==> src/design/immu_pkg.sv <==
// ~~~~~~~~~~~~~~~~~~~~
// Instruction MMU shared definitions
// Sizes, TLB word layouts, fetch and register write records
// ~~~~~~~~~~~~~~~~~~~~
package immu_pkg;

   // Virtual address width
   localparam int aw = 32;

   // TLB word width, one machine register
   localparam int dw = 32;

   // Page offset width, 8 KB pages
   localparam int page_bits = 13;

   // Page number width, same for virtual and physical side
   localparam int vpn_w = aw - page_bits;

   // TLB index width
   // Has to stay no greater than vpn_w, index comes from the low vpn bits
   localparam int set_bits = 4;

   // Entries per TLB array
   localparam int n_sets = 1 << set_bits;

   // Page number and TLB index
   typedef logic [vpn_w-1:0] vpn_t;
   typedef logic [set_bits-1:0] idx_t;

   // TLB low word, tag and valid
   typedef struct packed {
      vpn_t        tag;
      logic [11:0] rsv;
      logic        v;
   } tlb_lo_t;

   // TLB high word, translation and permissions
   typedef struct packed {
      vpn_t       ppn;
      logic [3:0] rsv_hi;
      logic       s;
      logic [2:0] rsv_mid;
      logic       rx;
      logic       ux;
      logic [1:0] rsv_lo;
      logic       p;
   } tlb_hi_t;

   // Processor status bits seen by the fetch MMU
   typedef struct packed {
      logic imme;
      logic rm;
   } psr_t;

   // Lookup result back to fetch
   typedef struct packed {
      vpn_t ppn;
      logic eitm;
      logic eipf;
   } fetch_rsp_t;

   // Which TLB word a register write targets
   typedef enum logic {
      msr_tlbl = 1'b0,
      msr_tlbh = 1'b1
   } msr_op_e;

   // Register write request, held stable through the handshake
   typedef struct packed {
      msr_op_e         op;
      idx_t            idx;
      logic [dw-1:0]   data;
   } msr_req_t;

   // Write port handshake states
   typedef enum logic {
      port_idle = 1'b0,
      port_ack  = 1'b1
   } port_state_e;

endpackage

==> src/design/itlb_ram.sv <==
// ~~~~~~~~~~~~~~~~~~~~
// ITLB word array
// Direct mapped, one write port, registered read-first read port
// ~~~~~~~~~~~~~~~~~~~~
module itlb_ram
   import immu_pkg::*;
(
   input  logic          clk,
   // Lookup side
   input  logic          re,
   input  idx_t          raddr,
   output logic [dw-1:0] rdata,
   // Software fill side
   input  logic          we,
   input  idx_t          waddr,
   input  logic [dw-1:0] wdata
);

   // Entry storage
   // Software fills every entry before the MMU is turned on
   logic [dw-1:0] mem [n_sets];

   // Fill from the register write port
   always_ff @(posedge clk)
   begin
      if (we)
      begin
         mem[waddr] <= wdata;
      end
   end

   // Read register loads only on re
   // Holds the last word while fetch is stalled
   // Same-index write in the same cycle returns the old word
   always_ff @(posedge clk)
   begin
      if (re)
      begin
         rdata <= mem[raddr];
      end
   end

endmodule

==> src/design/itlb_msr_port.sv <==
// ~~~~~~~~~~~~~~~~~~~~
// ITLB register write port
// Four-phase req/ack slave, one TLBL or TLBH strobe per handshake
// ~~~~~~~~~~~~~~~~~~~~
module itlb_msr_port
   import immu_pkg::*;
(
   input  logic          clk,
   input  logic          reset,
   // Requester side
   input  logic          msr_req,
   input  msr_req_t      msr,
   output logic          msr_ack,
   // TLB array side
   output logic          lo_we,
   output logic          hi_we,
   output idx_t          wr_idx,
   output logic [dw-1:0] wr_data
);

   port_state_e state_q;
   port_state_e state_d;
   logic        accept;

   // Request taken only from idle
   // Port leaves idle on the same edge, so this fires once per handshake
   assign accept = (state_q == port_idle) && msr_req;

   // Next state
   always_comb
   begin
      state_d = state_q;
      case (state_q)
         port_idle:
         begin
            // Write goes out on the way into port_ack
            if (msr_req)
            begin
               state_d = port_ack;
            end
         end
         port_ack:
         begin
            // Slow requester just keeps us here, no further writes
            if (!msr_req)
            begin
               state_d = port_idle;
            end
         end
      endcase
   end

   // State register
   always_ff @(posedge clk)
   begin
      if (reset)
      begin
         state_q <= port_idle;
      end
      else
      begin
         state_q <= state_d;
      end
   end

   // Ack follows state, low after reset
   // Drops the cycle after req is seen low
   assign msr_ack = (state_q == port_ack);

   // Strobe select by opcode
   assign lo_we = accept && (msr.op == msr_tlbl);
   assign hi_we = accept && (msr.op == msr_tlbh);

   // Index and data stable for the whole handshake
   assign wr_idx  = msr.idx;
   assign wr_data = msr.data;

endmodule

==> src/design/immu.sv <==
// ~~~~~~~~~~~~~~~~~~~~
// ITLB lookup
// Tag compare, execute permission check, ppn and exception flags
// ~~~~~~~~~~~~~~~~~~~~
module immu
   import immu_pkg::*;
(
   input  logic       clk,
   input  logic       reset,
   // Fetch request
   input  logic       re,
   input  vpn_t       vpn,
   input  psr_t       psr,
   // TLB arrays
   output idx_t       rd_idx,
   input  tlb_lo_t    lo_word,
   input  tlb_hi_t    hi_word,
   // Fetch response
   output fetch_rsp_t rsp
);

   // Request state captured with the array read
   psr_t psr_q;
   vpn_t vpn_q;

   // Lookup terms
   logic miss;
   logic denied;
   logic root_deny;
   logic user_deny;

   // Array index straight from the incoming vpn
   // Array word and vpn_q then arrive in the same cycle
   assign rd_idx = vpn[set_bits-1:0];

   // Capture on re only, so stalls keep the last lookup
   always_ff @(posedge clk)
   begin
      if (reset)
      begin
         psr_q <= '0;
         vpn_q <= '0;
      end
      else if (re)
      begin
         psr_q <= psr;
         vpn_q <= vpn;
      end
   end

   // Invalid entry or tag mismatch
   assign miss = !(lo_word.v && (lo_word.tag == vpn_q));

   // Root mode checks rx
   assign root_deny = psr_q.rm && !hi_word.rx;

   // User mode checks ux
   assign user_deny = !psr_q.rm && !hi_word.ux;

   // Only the current mode's bit counts
   assign denied = root_deny || user_deny;

   // Response
   always_comb
   begin
      rsp = '0;

      // Miss exception, only with translation on
      rsp.eitm = psr_q.imme && miss;

      // Page fault needs a hit, a miss takes priority
      // Keeps eitm and eipf exclusive
      rsp.eipf = psr_q.imme && denied && !miss;

      // Translated page or pass-through when disabled
      if (psr_q.imme)
      begin
         rsp.ppn = hi_word.ppn;
      end
      else
      begin
         rsp.ppn = vpn_q;
      end
   end

endmodule

==> src/design/immu_top.sv <==
// ~~~~~~~~~~~~~~~~~~~~
// Instruction MMU top
// Write port, TLB low and high arrays, lookup block
// ~~~~~~~~~~~~~~~~~~~~
module immu_top
   import immu_pkg::*;
(
   input  logic       clk,
   input  logic       reset,
   // Fetch side
   input  logic       re,
   input  vpn_t       vpn,
   input  psr_t       psr,
   output fetch_rsp_t rsp,
   // Machine register write side
   input  logic       msr_req,
   input  msr_req_t   msr,
   output logic       msr_ack
);

   // Write port to arrays
   logic          lo_we;
   logic          hi_we;
   idx_t          wr_idx;
   logic [dw-1:0] wr_data;

   // Lookup to arrays
   idx_t          rd_idx;
   logic [dw-1:0] lo_rdata;
   logic [dw-1:0] hi_rdata;

   // Four-phase register write slave
   itlb_msr_port msr_port_i (
      .clk     (clk),
      .reset   (reset),
      .msr_req (msr_req),
      .msr     (msr),
      .msr_ack (msr_ack),
      .lo_we   (lo_we),
      .hi_we   (hi_we),
      .wr_idx  (wr_idx),
      .wr_data (wr_data)
   );

   // Tag and valid words
   itlb_ram tlb_lo_i (
      .clk   (clk),
      .re    (re),
      .raddr (rd_idx),
      .rdata (lo_rdata),
      .we    (lo_we),
      .waddr (wr_idx),
      .wdata (wr_data)
   );

   // Permission and ppn words
   itlb_ram tlb_hi_i (
      .clk   (clk),
      .re    (re),
      .raddr (rd_idx),
      .rdata (hi_rdata),
      .we    (hi_we),
      .waddr (wr_idx),
      .wdata (wr_data)
   );

   // Lookup, raw array words viewed through the entry layouts
   immu immu_i (
      .clk     (clk),
      .reset   (reset),
      .re      (re),
      .vpn     (vpn),
      .psr     (psr),
      .rd_idx  (rd_idx),
      .lo_word (tlb_lo_t'(lo_rdata)),
      .hi_word (tlb_hi_t'(hi_rdata)),
      .rsp     (rsp)
   );

endmodule

==> config.mk <==
export PLATFORM = sky130hd
export DESIGN_NAME = immu_top
export DESIGN_NICKNAME = d
export VERILOG_FILES = /design/src/design/immu_pkg.sv /design/src/design/itlb_ram.sv /design/src/design/itlb_msr_port.sv /design/src/design/immu.sv /design/src/design/immu_top.sv
export SDC_FILE = /design/constraint.sdc
export NUM_CORES = 1
export LEC_CHECK = 0
export BUFFER_PORTS_ARGS = -buffer_cell sky130_fd_sc_hd__buf_4
export CAP_MARGIN = 10
export CORE_UTILIZATION = 50
export DETAILED_ROUTE_END_ITERATION = 8
export PLACE_DENSITY = 0.66
export SYNTH_ARGS = -nofsm -noshare
export SYNTH_HDL_FRONTEND = slang
export SYNTH_HIERARCHICAL = 1
export SYNTH_SLANG_ARGS = --single-unit
==> constraint.sdc <==
create_clock -name clk -period 4.2 [get_ports clk]
set_input_delay 0.42 -clock clk [delete_from_list [all_inputs] [get_ports clk]]
set_output_delay 0.42 -clock clk [all_outputs]
set_load 0.02 [all_outputs]
==> results of run 1 <==
[layout make-up]
type                            count  area (um^2)
Clock buffer                       90         1900
Clock inverter                     33          393
Fill cell                        3864        23000
Multi-Input combinational cell    434         5660
Sequential cell                   719        21400
Tap cell                          696          871
Timing Repair Buffer              111          907
[metal layers]
metal | vias up | wire [um] | track usage
met4 | 4 | 1010 | 0.0616
met5 | - | 32 | 0
met1 | 6692 | 24700 | 0.299
met3 | 69 | 4480 | 0.0464
li1 | 5344 | - | -
met2 | 486 | 28300 | 0.342
[stage by stage]
stage	std cells	worst slack, ns	utilization	hold WS (ns)
floorplan	1270	1.16	-	0.483
global placement	1960	1.50	0.532	0.527
detailed placement	1960	1.46	0.532	0.533
CTS	2083	1.48	0.575	0.0339
global route	2083	1.38	0.575	0.0641
finish	2083	1.47	0.575	0.0619
[power breakdown]
| group | total (mW) | internal, mW | switching (mW) |
|---|---|---|---|
| Sequential | 8.02 | 7.96 | 0.0615 |
| Clock | 6.28 | 3.75 | 2.53 |
| Combinational | 0.716 | 0.293 | 0.423 |
| Total | 15.0 | 12.0 | 3.02 |
[tightest hold or removal path: stages]
cell and delay [ns]:
buf_4 0.08, mux2i_1 0.05, nor2_1 0.08
[state kept, by name (all words and copies together) (netlist names)]
signal,flops
tlb_hi_i/rdata,21
msr_port_i/msr_ack,1
tlb_lo_i/rdata,20
tlb_lo_i/mem,320
immu_i/vpn_q,19
immu_i/psr_q,2
tlb_hi_i/mem,336
[path summary, 6_finish.rpt]
kind | to | cells past startpoint | from | slack, ns
worst max-delay path | rsp[0] | 5 | tlb_lo_i/rdata[15]$_DFFE_PP_ | 1.47
worst min-delay path | immu_i/vpn_q[15]$_SDFFE_PP0P_ | 3 | vpn[15] | 0.06
worst max register to register | tlb_hi_i/mem[8][16]$_DFFE_PP_ | 4 | msr_port_i/msr_ack$_SDFF_PP0_ | 1.61
worst min register to register | immu_i/vpn_q[17]$_SDFFE_PP0P_ | 2 | immu_i/vpn_q[17]$_SDFFE_PP0P_ | 0.54
==> run_results.csv, run 1 <==
group,metric,value,unit
global_routing,grt_pass1_wl,85800,um
clock_tree,max-clock-path-buffers,3,
critical_path,cp_max_fo,2,
clock_tree,cts_made_buffers,69,
global_routing,antenna_found_initial,2,
run,cap_viol_max_count,0,
route,drt_iter0_drc,1089,
die,rows,85,
status,outcome,"completed",
cells_and_area,final_cell_area,31100,um^2
clock_tree,cts_tree,"built",
critical_path,crit_type,"reg -> out",
route,viasPerCell,6.05,
cells_and_area,nets,1397,
critical_path,cp.required,3.78,ns
timing,setup_tns,0,ns
clock_tree,root_buffer,"clkbuf_16",
timing,finalCritPeriodShare,0.650,
route,vias,12595,
min_path,min_path_type,"in -> reg",
timing,clock-skew-final,0.0170,ns
critical_path,crit_buf_inv,1,
die,core_area,54100,um^2
synth,yosys_warnings,6,
clock_tree,cts_sinks,719,
timing,final.min_clock_period,2.73,ns
die,die_h,237,um
timing,worst_slew_pin_slew,1.22,ns
cells_and_area,final_common_cell,"edfxtp_1",
global_routing,gr-usage-all-layers,0.214,
synth,mappedNetlistArea,27500,um^2
clock_tree,cts_resized,0,
synth,syn-num-nets,1332,
global_routing,grt_max_degree,63,
pwr,peakVddDrop,0.000281,V
route,avgRoutedWirePerCell,28.1,um
critical_path,cp_slowest_stage_delay,0.45,ns
cells_and_area,diodes,0,
critical_path,cp-end-kind,"primary output",
placement,detailed_place.area,28800,um^2
route,drt_pass1_iterations,5,
clock_tree,cts.clk_slew.worst_paths,0.06,ns
cells_and_area,drive_gt1_frac,0.312,
synth,netlist_instances,1270,
pwr,power_density,483,nW/um^2
die,die_w,237,um
die,dieArea,56000,um^2
pwr,finalPower,15.0,mW
critical_path,arrival,2.31,ns
placement,gp_congestion,0.785,
die,start_util,0.509,
route,drc,0,
timing,timing.fmax,0.366,GHz
clock_tree,clkLatencyLatePin,0.60,ns
timing,hold_viol_final,0,
critical_path,cp-start-kind,"register",
timing,drv_slew,0,
timing,setup_viol,0,
timing,rsz0062_at_grt,"no",
global_routing,grt_pass1_vias,12960,
critical_path,path_delay_family,"simple AND/OR/NAND/NOR gates",
placement,hpwl,32400,um
clock_tree,hold_buffers,0,
cells_and_area,area_delta_synth_final,13.0,%
clock_tree,htree_levels,3,
placement,numPortBuffers,73,
route,wl,58400,um
timing,timing.slew.headroom,0.184,
pwr,p_leak,10.0,nW
critical_path,slowest_stage,"edfxtp_1",
synth,synth.avg_cell_area,21.7,um^2
global_routing,grt-ovfl-total,0,
clock_tree,postCtsSetupBuffers,0,
die,pin_count,84,
critical_path,cp_cell_sequence,"xor2_1, nor4_1, nand3_1, nor4_2, buf_4",
cells_and_area,layout_common_cells,"edfxtp_1 (697), mux4_2 (164), buf_4 (104), a22oi_1 (82), clkbuf_16 (73)",
route,ant_nets,0,
(Power assumes the default switching activity.)
==> run 2: changes to the inputs <==
--- a/config.mk
+++ b/config.mk
@@ -5,11 +5,12 @@
 export SDC_FILE = /design/constraint.sdc
 export NUM_CORES = 1
 export LEC_CHECK = 0
+export ABC_AREA = 1
 export BUFFER_PORTS_ARGS = -buffer_cell sky130_fd_sc_hd__buf_4
 export CAP_MARGIN = 10
 export CORE_UTILIZATION = 50
 export DETAILED_ROUTE_END_ITERATION = 8
-export PLACE_DENSITY = 0.66
+export PLACE_DENSITY = 0.68
 export SYNTH_ARGS = -nofsm -noshare
 export SYNTH_HDL_FRONTEND = slang
 export SYNTH_HIERARCHICAL = 1
==> constraint.sdc (replaced) <==
create_clock -name clk -period 2.2 [get_ports clk]
set_input_delay 0.22 -clock clk [delete_from_list [all_inputs] [get_ports clk]]
set_output_delay 0.22 -clock clk [all_outputs]
set_load 0.02 [all_outputs]
==> run 2 against run 1 <==
- sequential cell count did not move
- largest cell class unchanged
- die area is 15% higher
- register-to-register slack got worse by 1.3 ns
- wire length rose by 34%
==> run_results.csv, run 2 <==
group,metric,value,unit
route,wl,78600,um
synth,yosys_warnings,6,
die,die_h,254,um
clock_tree,cts_tree,"built",
die,core_area,62200,um^2
critical_path,crit_type,"reg -> out",
cells_and_area,final_cell_area,35400,um^2
cells_and_area,largestRegisters,"tlb_hi_i/mem (336), tlb_lo_i/mem (320), tlb_hi_i/rdata (21)",
timing,setup_tns,0,ns
placement,dp.cells,3842,
die,rows,91,
synth,synth.avg_cell_area,10.3,um^2
synth,netlist_instances,3092,
cells_and_area,utilization,0.570,
route,drc,0,
clock_tree,max-clock-path-buffers,3,
pwr,power_density,824,nW/um^2
timing,setup_viol,0,
route,avgRoutedWirePerCell,19.7,um
route,drt_iter0_drc,2494,
critical_path,cp.required,1.98,ns
timing,holdWs,0.0551,ns
timing,clock-skew-final,0.0173,ns
route,ant_nets,0,
route,viasPerCell,5.27,
cells_and_area,largest_register_ffs,336,
critical_path,arrival,1.92,ns
placement,numPortBuffers,73,
global_routing,grt-ovfl-total,0,
critical_path,cp_max_fo,3,
timing,drv_slew,0,
global_routing,gr-usage-all-layers,0.247,
timing,finalCritPeriodShare,0.973,
pwr,finalPower,29.2,mW
placement,detailed_place.area,32900,um^2
cells_and_area,area_delta_synth_final,11.6,%
die,pin_count,84,
clock_tree,root_buffer,"clkbuf_16",
global_routing,grt_max_degree,100,
clock_tree,htree_levels,3,
min_path,min_path_type,"in -> reg",
clock_tree,clkLatencyLatePin,0.61,ns
die,die_w,254,um
cells_and_area,layout_common_cells,"nand2_1 (966), edfxtp_1 (697), inv_1 (533), nand3_1 (495), buf_4 (113)",
pwr,peakVddDrop,0.000532,V
global_routing,antenna_found_initial,2,
global_routing,grt_pass1_vias,20023,
cells_and_area,instances_no_fill,3998,
timing,rsz0062_at_grt,"yes",
timing,timing.slew.headroom,0.398,
clock_tree,cts_made_buffers,72,
cells_and_area,largest-register,"tlb_hi_i/mem",
synth,syn-num-nets,3154,
route,vias,21061,
cells_and_area,final_common_cell,"nand2_1",
critical_path,cp-end-kind,"primary output",
die,start_util,0.510,
placement,gp_congestion,0.853,
placement,pre_cts_slack,0.340,ns
timing,hold_viol_final,0,
synth,mappedNetlistArea,31700,um^2
global_routing,grt_pass1_wl,117000,um
clock_tree,cts_sinks,719,
cells_and_area,nets,3165,
timing,worst_slew_pin_slew,0.902,ns
clock_tree,cts.clk_slew.worst_paths,0.06,ns
route,drt_pass1_iterations,5,
run,cap_viol_max_count,0,
die,dieArea,64500,um^2
timing,final.min_clock_period,2.14,ns
timing,timing.fmax,0.467,GHz
status,outcome,"completed",
placement,hpwl,45600,um
cells_and_area,drive_gt1_frac,0.0988,
pwr,p_leak,15.0,nW
critical_path,cp-start-kind,"register",
timing,setup_slack,0.0589,ns
-- run 2: path summary, 6_finish.rpt --
check | start | end | slack [ns] | cells past startpoint
worst max-delay path | immu_i/vpn_q[8]$_SDFFE_PP0P_ | rsp[0] | 0.06 | 9
worst min-delay path | reset | msr_port_i/msr_ack$_SDFF_PP0_ | 0.06 | 2
worst max register to register | msr_port_i/msr_ack$_SDFF_PP0_ | tlb_hi_i/mem[7][13]$_DFFE_PP_ | 0.33 | 6
worst min register to register | immu_i/psr_q[0]$_SDFFE_PP0P_ | immu_i/psr_q[0]$_SDFFE_PP0P_ | 0.49 | 2
-- run 2: worst max-delay path, stage by stage (launching register included) --
cell and delay (ns):
dfxtp_1 0.35, inv_2 0.09, nand2_1 0.07, nand2_1 0.05
nor2_1 0.08, nand2_1 0.08, nor2_2 0.16, nand3_2 0.17
nor2_2 0.14, buf_6 0.13
-- run 2: cell type report --
class,instances,area [um^2]
diodes,2,5.00
clock buffers,104,2050
flip-flops and latches,719,21400
well taps,837,1050
inverters,552,2080
repair buffers,177,1870
clock inverters,26,223
multi-input cells,1581,6780
fillers,5082,26800
-- run 2: power by group --
group          total [mW]  internal (mW)  switching, mW
Sequential           15.3           15.2         0.0646
Combinational        2.04          0.582           1.45
Clock                11.9           6.84           5.03
-- run 2: what timing repair did --
item	CTS	global route
endpoints found under the setup margin	2	2
endpoints found under the hold margin	70	0
hold buffers	24	0
pin swaps	2	4
buffers inserted	0	0
gates resized for setup	5	8
-- run 2: layer usage --
metal | share of wire | global-route usage
met3 | 0.095 | 0.0441
met4 | 0.024 | 0.0816
met5 | 0.00014 | 0
met2 | 0.46 | 0.387
met1 | 0.42 | 0.347
==> run 3: changes to the inputs <==
--- a/config.mk
+++ b/config.mk
@@ -5,7 +5,7 @@
 export SDC_FILE = /design/constraint.sdc
 export NUM_CORES = 1
 export LEC_CHECK = 0
-export ABC_AREA = 1
+export ABC_AREA = 0
 export BUFFER_PORTS_ARGS = -buffer_cell sky130_fd_sc_hd__buf_4
 export CAP_MARGIN = 10
 export CORE_UTILIZATION = 50
==> run 3 against run 2 <==
- the run now ends with setup timing left
- critical path type unchanged
- highest routed layer unchanged
- die area shrank 13%
- first-iteration DRC count shrank 54%
- count of clock-buffer cells in the layout is the same
- sequential power is essentially flat
- combinational power shrank 23%
- largest power group unchanged
- global-route usage shrank 2.5 points
- sequential share of layout area grew 5.9 points
- hold slack lost 0.028 ns
- largest cell class unchanged
==> run_results.csv, run 3 (synthesis results as in run 1) <==
group,metric,value,unit
status,outcome,"finished with violations",
status,violations,"setup timing",
route,ant_nets,0,
route,vias,12957,
clock_tree,htree_levels,3,
min_path,whs_endpoint,"tlb_hi_i/mem[8][20]$_DFFE_PP_",
critical_path,timing.reg2reg.worst_path_depth,4,
clock_tree,cts_made_buffers,74,
clock_tree,cts_sinks,719,
min_path,min_path_cells,1,
global_routing,grt-ovfl-total,0,
critical_path,path_delay_family,"simple AND/OR/NAND/NOR gates",
cells_and_area,nets,1479,
route,viasPerCell,5.97,
critical_path,worstReg2RegEnd,"tlb_lo_i/mem[0][28]$_DFFE_PP_",
critical_path,cp-start-kind,"register",
cells_and_area,largest_register_ffs,336,
route,avgRoutedWirePerCell,27.6,um
cells_and_area,seq_area,21400,um^2
cells_and_area,drive_gt1_frac,0.319,
placement,detailed_place.area,29500,um^2
pwr,finalPower,28.6,mW
critical_path,arrival,2.17,ns
placement,pre_cts_slack,0.172,ns
clock_tree,cts_tree,"built",
min_path,min_path_type,"in -> reg",
timing,setup_tns,-0.370,ns
critical_path,crit_buf_inv,1,
critical_path,cp-end-kind,"primary output",
placement,numPortBuffers,73,
critical_path,cp_max_fo,2,
timing,setup_viol,2,
critical_path,rrSetupSlack,0.26,ns
min_path,hp-start,"msr[20]",
timing,drv_slew,0,
route,wl,59900,um
clock_tree,root_buffer,"clkbuf_16",
placement,gp_congestion,0.769,
critical_path,crit_type,"reg -> out",
route,drt_iter0_drc,1138,
cells_and_area,area_delta_synth_final,17.1,%
die,core_area,54100,um^2
placement,dp.cells,1996,
timing,hold_viol_final,0,
die,pin_count,84,
critical_path,cp_cell_sequence,"xor2_2, nor4_2, nand3_1, o31a_1, buf_6",
cells_and_area,utilization,0.596,
timing,rsz0062_at_grt,"yes",
cells_and_area,instances_no_fill,2172,
timing,final.min_clock_period,2.39,ns
die,die_h,237,um
cells_and_area,largestRegisters,"tlb_hi_i/mem (336), tlb_lo_i/mem (320), tlb_hi_i/rdata (21)",
global_routing,grt_pass1_vias,13493,
clock_tree,clkLatencyLatePin,0.60,ns
clock_tree,cts.clk_slew.worst_paths,0.06,ns
critical_path,timing.rr.start,"msr_port_i/msr_ack$_SDFF_PP0_",
timing,finalCritPeriodShare,1.09,
global_routing,antenna_found_initial,2,
route,drt_pass1_iterations,5,
pwr,power_density,886,nW/um^2
global_routing,grt_max_degree,35,
timing,clock-skew-final,0.0190,ns
critical_path,cp.required,1.98,ns
critical_path,slowest_stage,"edfxtp_1",
clock_tree,max-clock-path-buffers,3,
die,rows,85,
cells_and_area,layout_common_cells,"edfxtp_1 (697), mux4_2 (164), buf_4 (104), a22oi_1 (82), clkbuf_16 (79)",
cells_and_area,multiInputGateArea,5680,um^2
pwr,p_leak,10.5,nW
timing,setup_slack,-0.187,ns
timing,timing.slew.headroom,0.146,
global_routing,gr-usage-all-layers,0.221,
pwr,peakVddDrop,0.000672,V
global_routing,grt_pass1_wl,88100,um
run,cap_viol_max_count,0,
placement,hpwl,33700,um
cells_and_area,largest-register,"tlb_hi_i/mem",
cells_and_area,final_cell_area,32200,um^2
cells_and_area,nFillCells,3777,
timing,worst_slew_pin_slew,1.28,ns
timing,timing.fmax,0.419,GHz
cells_and_area,final_common_cell,"edfxtp_1",
route,drc,0,
die,die_w,237,um
critical_path,cp_slowest_stage_delay,0.41,ns
die,start_util,0.509,
die,dieArea,56000,um^2
timing,holdWs,0.0271,ns
[run 3: changes by cell type in the layout (fill, tap and decap cells not counted), sizes merged, moves of 22 or more]
cell,delta
inv,-553
a22oi,+82
nand3,-493
nor2,-26
mux2i,+22
nand2,-922
mux4,+164
[run 3: layout make-up]
type	instances	area share
Timing Repair Buffer	188	0.0633
Antenna cell	1	0.0000776
Clock inverter	30	0.00574
Clock buffer	104	0.0648
Tap cell	696	0.0270
Multi-Input combinational cell	434	0.176
Sequential cell	719	0.663
[run 3: worst max path at each step]
| stage | from | endpoint | slack [ns] | cells past startpoint |
|---|---|---|---|---|
| 6_report | tlb_lo_i/rdata[15]$_DFFE_PP_ | rsp[1] | -0.19 | 5 |
| 5_1_grt | tlb_lo_i/rdata[15]$_DFFE_PP_ | rsp[0] | -0.24 | 5 |
| 4_1_cts | tlb_lo_i/rdata[15]$_DFFE_PP_ | rsp[0] | -0.19 | 5 |
| 3_5_place_dp | vpn[0] | tlb_hi_i/rdata[29]$_DFFE_PP_ | 0.17 | 6 |
| 3_3_place_gp | vpn[0] | tlb_hi_i/rdata[29]$_DFFE_PP_ | 0.20 | 5 |
| 2_1_floorplan | msr_port_i/msr_ack$_SDFF_PP0_ | tlb_hi_i/mem[1][13]$_DFFE_PP_ | -0.29 | 3 |
[run 3: layer usage]
metal | wire (um) | part of all wire | global-route usage | vias up
li1 | - | - | - | 5533
met4 | 1310 | 0.022 | 0.0638 | 2
met3 | 5500 | 0.092 | 0.0544 | 94
met5 | 14 | 0.00023 | 0 | -
met2 | 28300 | 0.47 | 0.341 | 569
met1 | 24800 | 0.41 | 0.317 | 6759
[run 3: power by group]
| part | switching [mW] | total [mW] | leakage [nW] | internal (mW) |
|---|---|---|---|---|
| sequential | 0.0827 | 15.3 | 6.50 | 15.2 |
| clock | 4.86 | 11.7 | 1.11 | 6.84 |
| combinational | 0.895 | 1.57 | 2.92 | 0.671 |
| total | 5.84 | 28.6 | 10.5 | 22.7 |
[run 3: what timing repair did]
| item | in CTS | in global routing |
|---|---|---|
| endpoints found under the hold margin | 76 | 0 |
| gates resized for setup | 5 | 0 |
| setup buffers | 1 | 0 |
| hold buffers | 40 | 0 |
| setup endpoints to repair | 2 | 2 |
| pin swaps | 5 | 1 |
